### src/ram_reader_pkg.sv
package ram_reader_pkg;

  localparam int AXI_ADDR_W  = 32;
  localparam int AXI_DATA_W  = 64;
  localparam int SAMPLE_W    = 32;
  localparam int SLOT_W      = 16;
  localparam int BURST_BEATS = 16;
  localparam int BEAT_BYTES  = 8;
  localparam int SLOT_SHIFT  = 7;  // BURST_BEATS * BEAT_BYTES bytes per slot.
  localparam int FIFO_DEPTH  = 64;
  localparam int FIFO_CNT_W  = 7;
  localparam int APB_ADDR_W  = 4;

  // ********************
  // Register map.
  localparam logic [APB_ADDR_W-1:0] REG_CTRL   = 4'h0;
  localparam logic [APB_ADDR_W-1:0] REG_BASE   = 4'h4;
  localparam logic [APB_ADDR_W-1:0] REG_CFG    = 4'h8;
  localparam logic [APB_ADDR_W-1:0] REG_STATUS = 4'hC;

  // Config word, seen as a limit or as quarter plus offset.
  typedef union packed {
    logic [SLOT_W-1:0] raw;
    struct packed {
      logic [1:0]        start_quarter;
      logic [SLOT_W-3:0] offset;
    } parts;
  } cfg_word_u;

  typedef struct packed {
    logic                  psel;
    logic                  penable;
    logic                  pwrite;
    logic [APB_ADDR_W-1:0] paddr;
    logic [31:0]           pwdata;
  } apb_req_t;

  typedef struct packed {
    logic [31:0] prdata;
    logic        pready;
    logic        pslverr;
  } apb_rsp_t;

  typedef struct packed {
    logic [AXI_ADDR_W-1:0] araddr;
  } axi_ar_t;

  typedef struct packed {
    logic [AXI_DATA_W-1:0] rdata;
    logic                  rlast;
  } axi_r_t;

  typedef struct packed {
    logic                  enable;
    logic [AXI_ADDR_W-1:0] base;
    cfg_word_u             cfg;
  } reader_cfg_t;

endpackage

### src/ram_reader_apb_regs.sv
`timescale 1ns/1ns

module ram_reader_apb_regs
(
  input  logic                                  aclk,
  input  logic                                  aresetn,
  input  ram_reader_pkg::apb_req_t              apb_req,
  output ram_reader_pkg::apb_rsp_t              apb_rsp,
  input  logic [ram_reader_pkg::SLOT_W-1:0]     slot_index,
  output ram_reader_pkg::reader_cfg_t           cfg
);

  logic access;
  logic wr_access;
  logic wr_mapped;

  assign access    = apb_req.psel & apb_req.penable;
  assign wr_access = access & apb_req.pwrite;
  assign wr_mapped = (apb_req.paddr == ram_reader_pkg::REG_CTRL) ||
                     (apb_req.paddr == ram_reader_pkg::REG_BASE) ||
                     (apb_req.paddr == ram_reader_pkg::REG_CFG);

  always_ff @(posedge aclk)
  begin
    if (!aresetn)
    begin
      cfg.enable <= 1'b0;
      cfg.base   <= '0;
      cfg.cfg    <= '0;
    end
    else if (wr_access)
    begin
      case (apb_req.paddr)
        ram_reader_pkg::REG_CTRL: cfg.enable <= apb_req.pwdata[0];
        ram_reader_pkg::REG_BASE: cfg.base   <= apb_req.pwdata;
        ram_reader_pkg::REG_CFG:  cfg.cfg    <= apb_req.pwdata[ram_reader_pkg::SLOT_W-1:0];
        default: ;  // Status and holes are not writable.
      endcase
    end
  end

  // Read mux.
  always_comb
  begin
    case (apb_req.paddr)
      ram_reader_pkg::REG_CTRL:   apb_rsp.prdata = {31'd0, cfg.enable};
      ram_reader_pkg::REG_BASE:   apb_rsp.prdata = cfg.base;
      ram_reader_pkg::REG_CFG:    apb_rsp.prdata = {16'd0, cfg.cfg.raw};
      ram_reader_pkg::REG_STATUS: apb_rsp.prdata = {16'd0, slot_index};
      default:                    apb_rsp.prdata = 32'd0;
    endcase
  end

  assign apb_rsp.pready  = 1'b1;  // No wait states.
  assign apb_rsp.pslverr = wr_access & ~wr_mapped;

  a_penable_psel: assert property (@(posedge aclk) disable iff (!aresetn)
    apb_req.penable |-> apb_req.psel);

endmodule

### src/burst_addr_gen.sv
`timescale 1ns/1ns

module burst_addr_gen
(
  input  logic                                   aclk,
  input  logic                                   aresetn,
  input  ram_reader_pkg::reader_cfg_t            cfg,
  input  logic [ram_reader_pkg::FIFO_CNT_W-1:0]  fifo_count,
  input  logic                                   r_valid,
  input  logic                                   r_last,
  output ram_reader_pkg::axi_ar_t                ar,
  output logic                                   ar_valid,
  input  logic                                   ar_ready,
  output logic [ram_reader_pkg::SLOT_W-1:0]      slot_index
);

  logic                                  enable_q;
  logic                                  enable_rise;
  logic                                  in_flight;
  logic                                  ar_done;
  logic                                  room;
  logic                                  issue;
  logic [ram_reader_pkg::SLOT_W-1:0]     limit;
  logic [ram_reader_pkg::SLOT_W-1:0]     quarter_start;
  logic [ram_reader_pkg::SLOT_W-1:0]     issue_index;
  logic [ram_reader_pkg::AXI_ADDR_W-1:0] slot_offset;

  assign enable_rise   = cfg.enable & ~enable_q;
  assign quarter_start = {cfg.cfg.parts.start_quarter, {(ram_reader_pkg::SLOT_W-2){1'b0}}};
  assign ar_done       = ar_valid & ar_ready;

  // ********************
  // Slot stepping.
  always_ff @(posedge aclk)
  begin
    if (!aresetn)
    begin
      enable_q   <= 1'b0;
      slot_index <= '0;
      limit      <= '0;
    end
    else
    begin
      enable_q <= cfg.enable;
      if (enable_rise)
      begin
        slot_index <= quarter_start;
        limit      <= cfg.cfg.raw;
      end
      else if (ar_done)
      begin
        if (slot_index < limit)
          slot_index <= slot_index + 1'b1;
        else
        begin
          slot_index <= quarter_start;  // Wrap to the quarter start.
          limit      <= cfg.cfg.raw;
        end
      end
    end
  end

  // ********************
  // Address issue.
  assign room  = fifo_count <= (ram_reader_pkg::FIFO_DEPTH - ram_reader_pkg::BURST_BEATS);
  assign issue = cfg.enable & ~in_flight & ~ar_valid & room;

  // The index loads on the same edge as a rise of enable.
  assign issue_index = enable_rise ? quarter_start : slot_index;
  assign slot_offset = {{(ram_reader_pkg::AXI_ADDR_W-ram_reader_pkg::SLOT_W){1'b0}},
                        issue_index} << ram_reader_pkg::SLOT_SHIFT;

  always_ff @(posedge aclk)
  begin
    if (!aresetn)
    begin
      ar_valid  <= 1'b0;
      in_flight <= 1'b0;
    end
    else
    begin
      if (r_valid & r_last)
        in_flight <= 1'b0;  // Burst done.
      if (issue)
      begin
        ar_valid  <= 1'b1;
        in_flight <= 1'b1;
      end
      else if (ar_done)
        ar_valid <= 1'b0;
    end
  end

  always_ff @(posedge aclk)
  begin
    if (issue)
      ar.araddr <= cfg.base + slot_offset;
  end

  a_addr_hold: assert property (@(posedge aclk) disable iff (!aresetn)
    ar_valid && !ar_ready |=> ar_valid && $stable(ar.araddr));

  a_single_burst: assert property (@(posedge aclk) disable iff (!aresetn)
    r_valid && r_last |-> in_flight && !ar_valid);

endmodule

### src/beat_fifo.sv
`timescale 1ns/1ns

module beat_fifo
(
  input  logic                                   aclk,
  input  logic                                   aresetn,
  input  logic                                   wr_valid,
  input  logic [ram_reader_pkg::AXI_DATA_W-1:0]  wr_data,
  output logic [ram_reader_pkg::AXI_DATA_W-1:0]  rd_data,
  output logic                                   rd_valid,
  input  logic                                   rd_pop,
  output logic [ram_reader_pkg::FIFO_CNT_W-1:0]  count
);

  logic [ram_reader_pkg::AXI_DATA_W-1:0] mem [ram_reader_pkg::FIFO_DEPTH];
  logic [ram_reader_pkg::FIFO_CNT_W-2:0] wr_ptr;
  logic [ram_reader_pkg::FIFO_CNT_W-2:0] rd_ptr;
  logic                                  full;
  logic                                  wr_en;
  logic                                  rd_en;

  assign full     = count == ram_reader_pkg::FIFO_DEPTH;
  assign rd_valid = count != '0;
  assign wr_en    = wr_valid & ~full;
  assign rd_en    = rd_pop & rd_valid;
  assign rd_data  = mem[rd_ptr];  // Head word, fall-through.

  always_ff @(posedge aclk)
  begin
    if (wr_en)
      mem[wr_ptr] <= wr_data;
  end

  always_ff @(posedge aclk)
  begin
    if (!aresetn)
    begin
      wr_ptr <= '0;
      rd_ptr <= '0;
      count  <= '0;
    end
    else
    begin
      if (wr_en)
        wr_ptr <= wr_ptr + 1'b1;  // Wraps at depth.
      if (rd_en)
        rd_ptr <= rd_ptr + 1'b1;
      case ({wr_en, rd_en})
        2'b10:   count <= count + 1'b1;
        2'b01:   count <= count - 1'b1;
        default: count <= count;
      endcase
    end
  end

  a_no_overflow: assert property (@(posedge aclk) disable iff (!aresetn)
    !(wr_valid && full) && !(rd_pop && !rd_valid));

endmodule

### src/sample_splitter.sv
`timescale 1ns/1ns

module sample_splitter
(
  input  logic                                  aclk,
  input  logic                                  aresetn,
  input  logic [ram_reader_pkg::AXI_DATA_W-1:0] beat,
  input  logic                                  beat_valid,
  output logic                                  beat_pop,
  output logic [ram_reader_pkg::SAMPLE_W-1:0]   tdata,
  output logic                                  tvalid,
  input  logic                                  tready
);

  logic high_half;
  logic sent;

  assign tvalid = beat_valid;
  assign sent   = tvalid & tready;

  // Low half first.
  assign tdata = high_half ? beat[ram_reader_pkg::AXI_DATA_W-1:ram_reader_pkg::SAMPLE_W]
                           : beat[ram_reader_pkg::SAMPLE_W-1:0];

  assign beat_pop = sent & high_half;  // Beat fully sent.

  always_ff @(posedge aclk)
  begin
    if (!aresetn)
      high_half <= 1'b0;
    else if (sent)
      high_half <= ~high_half;
  end

endmodule

### src/ram_reader_top.sv
`timescale 1ns/1ns

module ram_reader_top
(
  input  logic                                aclk,
  input  logic                                aresetn,
  input  ram_reader_pkg::apb_req_t            apb_req,
  output ram_reader_pkg::apb_rsp_t            apb_rsp,
  output ram_reader_pkg::axi_ar_t             m_axi_ar,
  output logic                                m_axi_arvalid,
  input  logic                                m_axi_arready,
  input  ram_reader_pkg::axi_r_t              m_axi_r,
  input  logic                                m_axi_rvalid,
  output logic [ram_reader_pkg::SAMPLE_W-1:0] m_axis_tdata,
  output logic                                m_axis_tvalid,
  input  logic                                m_axis_tready
);

  ram_reader_pkg::reader_cfg_t           reader_cfg;
  logic [ram_reader_pkg::SLOT_W-1:0]     slot_index;
  logic [ram_reader_pkg::FIFO_CNT_W-1:0] fifo_count;
  logic [ram_reader_pkg::AXI_DATA_W-1:0] fifo_data;
  logic                                  fifo_valid;
  logic                                  fifo_pop;

  ram_reader_apb_regs regs_0 (
    .aclk       (aclk),
    .aresetn    (aresetn),
    .apb_req    (apb_req),
    .apb_rsp    (apb_rsp),
    .slot_index (slot_index),
    .cfg        (reader_cfg)
  );

  burst_addr_gen gen_0 (
    .aclk       (aclk),
    .aresetn    (aresetn),
    .cfg        (reader_cfg),
    .fifo_count (fifo_count),
    .r_valid    (m_axi_rvalid),
    .r_last     (m_axi_r.rlast),
    .ar         (m_axi_ar),
    .ar_valid   (m_axi_arvalid),
    .ar_ready   (m_axi_arready),
    .slot_index (slot_index)
  );

  // R beats always accepted.
  beat_fifo fifo_0 (
    .aclk     (aclk),
    .aresetn  (aresetn),
    .wr_valid (m_axi_rvalid),
    .wr_data  (m_axi_r.rdata),
    .rd_data  (fifo_data),
    .rd_valid (fifo_valid),
    .rd_pop   (fifo_pop),
    .count    (fifo_count)
  );

  sample_splitter split_0 (
    .aclk       (aclk),
    .aresetn    (aresetn),
    .beat       (fifo_data),
    .beat_valid (fifo_valid),
    .beat_pop   (fifo_pop),
    .tdata      (m_axis_tdata),
    .tvalid     (m_axis_tvalid),
    .tready     (m_axis_tready)
  );

endmodule

### config.mk
export PLATFORM = sky130hd
export DESIGN_NAME = ram_reader_top
export DESIGN_NICKNAME = d
export VERILOG_FILES = /design/src/ram_reader_pkg.sv /design/src/ram_reader_apb_regs.sv /design/src/burst_addr_gen.sv /design/src/beat_fifo.sv /design/src/sample_splitter.sv /design/src/ram_reader_top.sv
export SDC_FILE = /design/constraint.sdc
export NUM_CORES = 2
export LEC_CHECK = 0
export BUFFER_PORTS_ARGS = -buffer_cell sky130_fd_sc_hd__buf_2
export CORE_ASPECT_RATIO = 1.1
export CORE_UTILIZATION = 33
export DETAILED_ROUTE_END_ITERATION = 6
export PLACE_DENSITY_LB_ADDON = 0.1
export RECOVER_POWER = 100
export SYNTH_ARGS = -nofsm -noshare
export SYNTH_HDL_FRONTEND = slang
export SYNTH_HIERARCHICAL = 1
export SYNTH_SLANG_ARGS = --single-unit
### constraint.sdc
create_clock -name aclk -period 5.9 [get_ports aclk]
set_input_delay 1.18 -clock aclk [delete_from_list [all_inputs] [get_ports aclk]]
set_output_delay 1.18 -clock aclk [all_outputs]
set_load 0.02 [all_outputs]
==> flow_summary.json <==
{
  "initial_core_util": 0.3316,
  "holdPathStages": 3,
  "cts_root_buffer": "clkbuf_16",
  "cts_tree": "yes",
  "post-synth-top-area-cell": "edfxtp_1",
  "ys_seq_elements": 4238,
  "avgSynthCellArea_um2": 22.32,
  "overflow": 0,
  "htree_levels": 5,
  "finalWeightedCongestion": 0.7427,
  "period_share": 0.9675,
  "place_inst": 14040,
  "grt_setup_unrepaired": "false",
  "clock_latency_ns": 1.02,
  "maxSlewHeadroom": -2.000,
  "synth_top_area_frac": 0.7546,
  "final_area_um2": 188900,
  "slew_viol_final": 7700,
  "grt.total_usage": 0.2109,
  "core-area_um2": 495400,
  "syn_area_um2": 164300,
  "skew_ns": 0.07244,
  "worst_pin_slew_ns": 4.500,
  "port_buffers": 207,
  "synth.yosys.seq_area_share": 0.7680,
  "outcome": "finished, violations left",
  "synthArstFlopShare": 0,
  "vias": 80910,
  "slowest_delay_ns": 2.45,
  "setup_ws_ns": 0.1918,
  "post-route-util": 0.3814,
  "path_cells": "nor4_1, a31oi_2, clkbuf_1, and2_0, nand2_1, nor2_1, clkbuf_2",
  "reg2reg_to": "fifo_0/mem[54][37]$_DFFE_PP_",
  "drt_first_iter_violations": 9058,
  "die_area_um2": 500600,
  "place_ws_ns": 0.3312,
  "critPathKind": "reg -> reg",
  "syn-num-nets": 7508,
  "antenna_found_initial": 56,
  "cp_slowest_cell": "clkbuf_2",
  "synthTopCellsByCount": "4,128 x edfxtp_1, 1,089 x mux4_2, 335 x mux2i_1",
  "grt_max_degree": 89,
  "start_kind": "flop",
  "hpwl_um": 286100,
  "area_growth_pct": 15.01,
  "crit_fanout": 51,
  "ys.flop_type": "edfxtp_1",
  "max-cap-violations": 181,
  "hold_path_class": "in -> reg",
  "ys_warn_count": 6,
  "fin_nets": 8102,
  "finalSetupTns_ns": 0,
  "drt-total-wl_um": 535400,
  "finalSetupViolCount": 0,
  "clk_pin_slew_ns": 0.06,
  "peakVddDrop_uv": 284.9,
  "fp-row-count": 271,
  "die_x_um": 674.7,
  "power_density_nw_per_um2": 331.4,
  "route.detailed.drc": 0,
  "hold_violations": 0,
  "critPathCaptureType": "flop",
  "cts_made_buffers": 455,
  "routed_via_density": 5.429,
  "ys_top_cells_by_area": "edfxtp_1 75%, mux4_2 15%, mux2i_1 2.0%, dfxtp_1 1.3%, a22oi_1 0.85%",
  "hp-start": "apb_req[21]",
  "finalCriticalPeriod_ns": 5.708,
  "hold_slack_ns": 0.4088,
  "fmax_mhz": 175.2,
  "timing.rr.start": "fifo_0/count[2]$_SDFFE_PN0P_",
  "ys_types": 74,
  "critPathBufInv": 2,
  "final_antenna_net_count": 0,
  "grt_pass1_wl_um": 725600,
  "synth_edf_count": 4128,
  "critPathTopFamily": "buffers and inverters",
  "ioPinCount": 209,
  "cts_sinks": 4238,
  "crit_start": "fifo_0/count[2]$_SDFFE_PN0P_",
  "violations": "capacitance limit, slew limit",
  "clock_path_buffers": 4,
  "reg2reg_depth": 7,
  "drt_first_pass_iters": 5,
  "rrSetupSlack_ns": 0.19,
  "wire_per_inst_um": 35.93,
  "worstPathArrival_ns": 6.19,
  "layout-drive-gt1-share": 0.2610,
  "synthCells": 7361,
  "die_h_um": 742,
  "placed_cell_area_um2": 176800,
  "critPathRequiredTime_ns": 6.38,
  "power_mw": 62.61,
  "final_cell_count_no_fill": 14900,
  "power_leakage_nw": 56.42,
  "yosysMostFrequentCell": "edfxtp_1",
  "holdPathEnd": "regs_0/cfg[37]$_SDFFE_PN0P_",
  "grt_pass1_vias": 83890
}
[area by class of cell]
cell class / instances / area, um2
antenna: 10 / 25.02
clock buffer: 583 / 12110
clock inverter: 259 / 2267
fill: 44730 / 306500
inverter: 28 / 107.6
multi-input combinational: 2672 / 36060
sequential: 4238 / 126200
tap: 6552 / 8198
timing repair buffer: 560 / 3981
[tightest hold or removal path, delay by kind of cell]
| family | cells | cell delay [ns] |
|---|---|---|
| muxes | 1 | 0.06 |
| buffers and inverters | 1 | 0.10 |
| and+or+nand+nor | 1 | 0.05 |
[registers in the layout, indices dropped and copies added, names as in the netlist, 6 cells and up, named ones only]
register          cells
gen_0/ar             32
regs_0/cfg           49
gen_0/limit          16
fifo_0/mem         4096
fifo_0/rd_ptr         6
gen_0/slot_index     16
fifo_0/wr_ptr         6
fifo_0/count          7
[how the worst max path moves through the flow]
stage,end,slack (ns),depth (start not counted)
global placement,m_axis_tdata[5],0.24,11
floorplan,fifo_0/mem[31][0]$_DFFE_PP_,0.58,6
finish,fifo_0/mem[54][37]$_DFFE_PP_,0.19,7
detailed placement,m_axis_tdata[5],0.33,11
CTS,m_axis_tdata[5],0.06,10
global route,m_axis_tdata[28],0.04,12
[power breakdown]
part / switching (mW) / internal (mW)
registers: 0.0392 / 33.2
clock network: 12.1 / 15.9
logic: 1.04 / 0.396
[kinds of logic (layout without fill, tap and decap cells)]
family,count (synthesis),count (layout),share of synthesized area
DFF,4238,4238,0.7680
muxes,1474,1474,0.1738
buffers and inverters,451,1430,0.01319
adders and majority gates,38,38,0.002940
xor gates and xnor gates,50,50,0.002666
AOI/OAI and AO/OA,579,579,0.02360
other,1,11,0.00002283
and+or+nand+nor,530,530,0.01584
[what timing repair did]
action | CTS | global route
hold buffers | 0 | 0
endpoints found under the setup margin | 32 | 0
setup buffers | 11 | 0
resized for setup | 6 | 0
[placed cells by master (no fill, tap or decap), drive strengths merged, types with 23 or more instances in the layout]
cell type and instances:
inv 38, xnor2 24, edfxtp 4128, o21ai 57, nand3 59, clkbuf 870, and2 54, bufinv 33
mux2i 335, mux4 1089, o211ai 37, ha 37, clkinv 203, nor2b 92, nand2 147, buf 272
xor2 26, a22oi 186, mux2 50, dfxtp 110, nor2 123, a21oi 158, a221oi 23, a211oi 68
[metal layers]
layer  share of wire  up-vias  GRT usage  wire length (um)
met3           0.058      705    0.02906             31280
met5         0.00018        -          0                99
li1                -    32430          -                 -
met2            0.49     2750     0.3584            264200
met4           0.025       18    0.04636             13250
met1            0.42    45010     0.2884            226500
No activity file was read; power rests on OpenSTA's default activity.
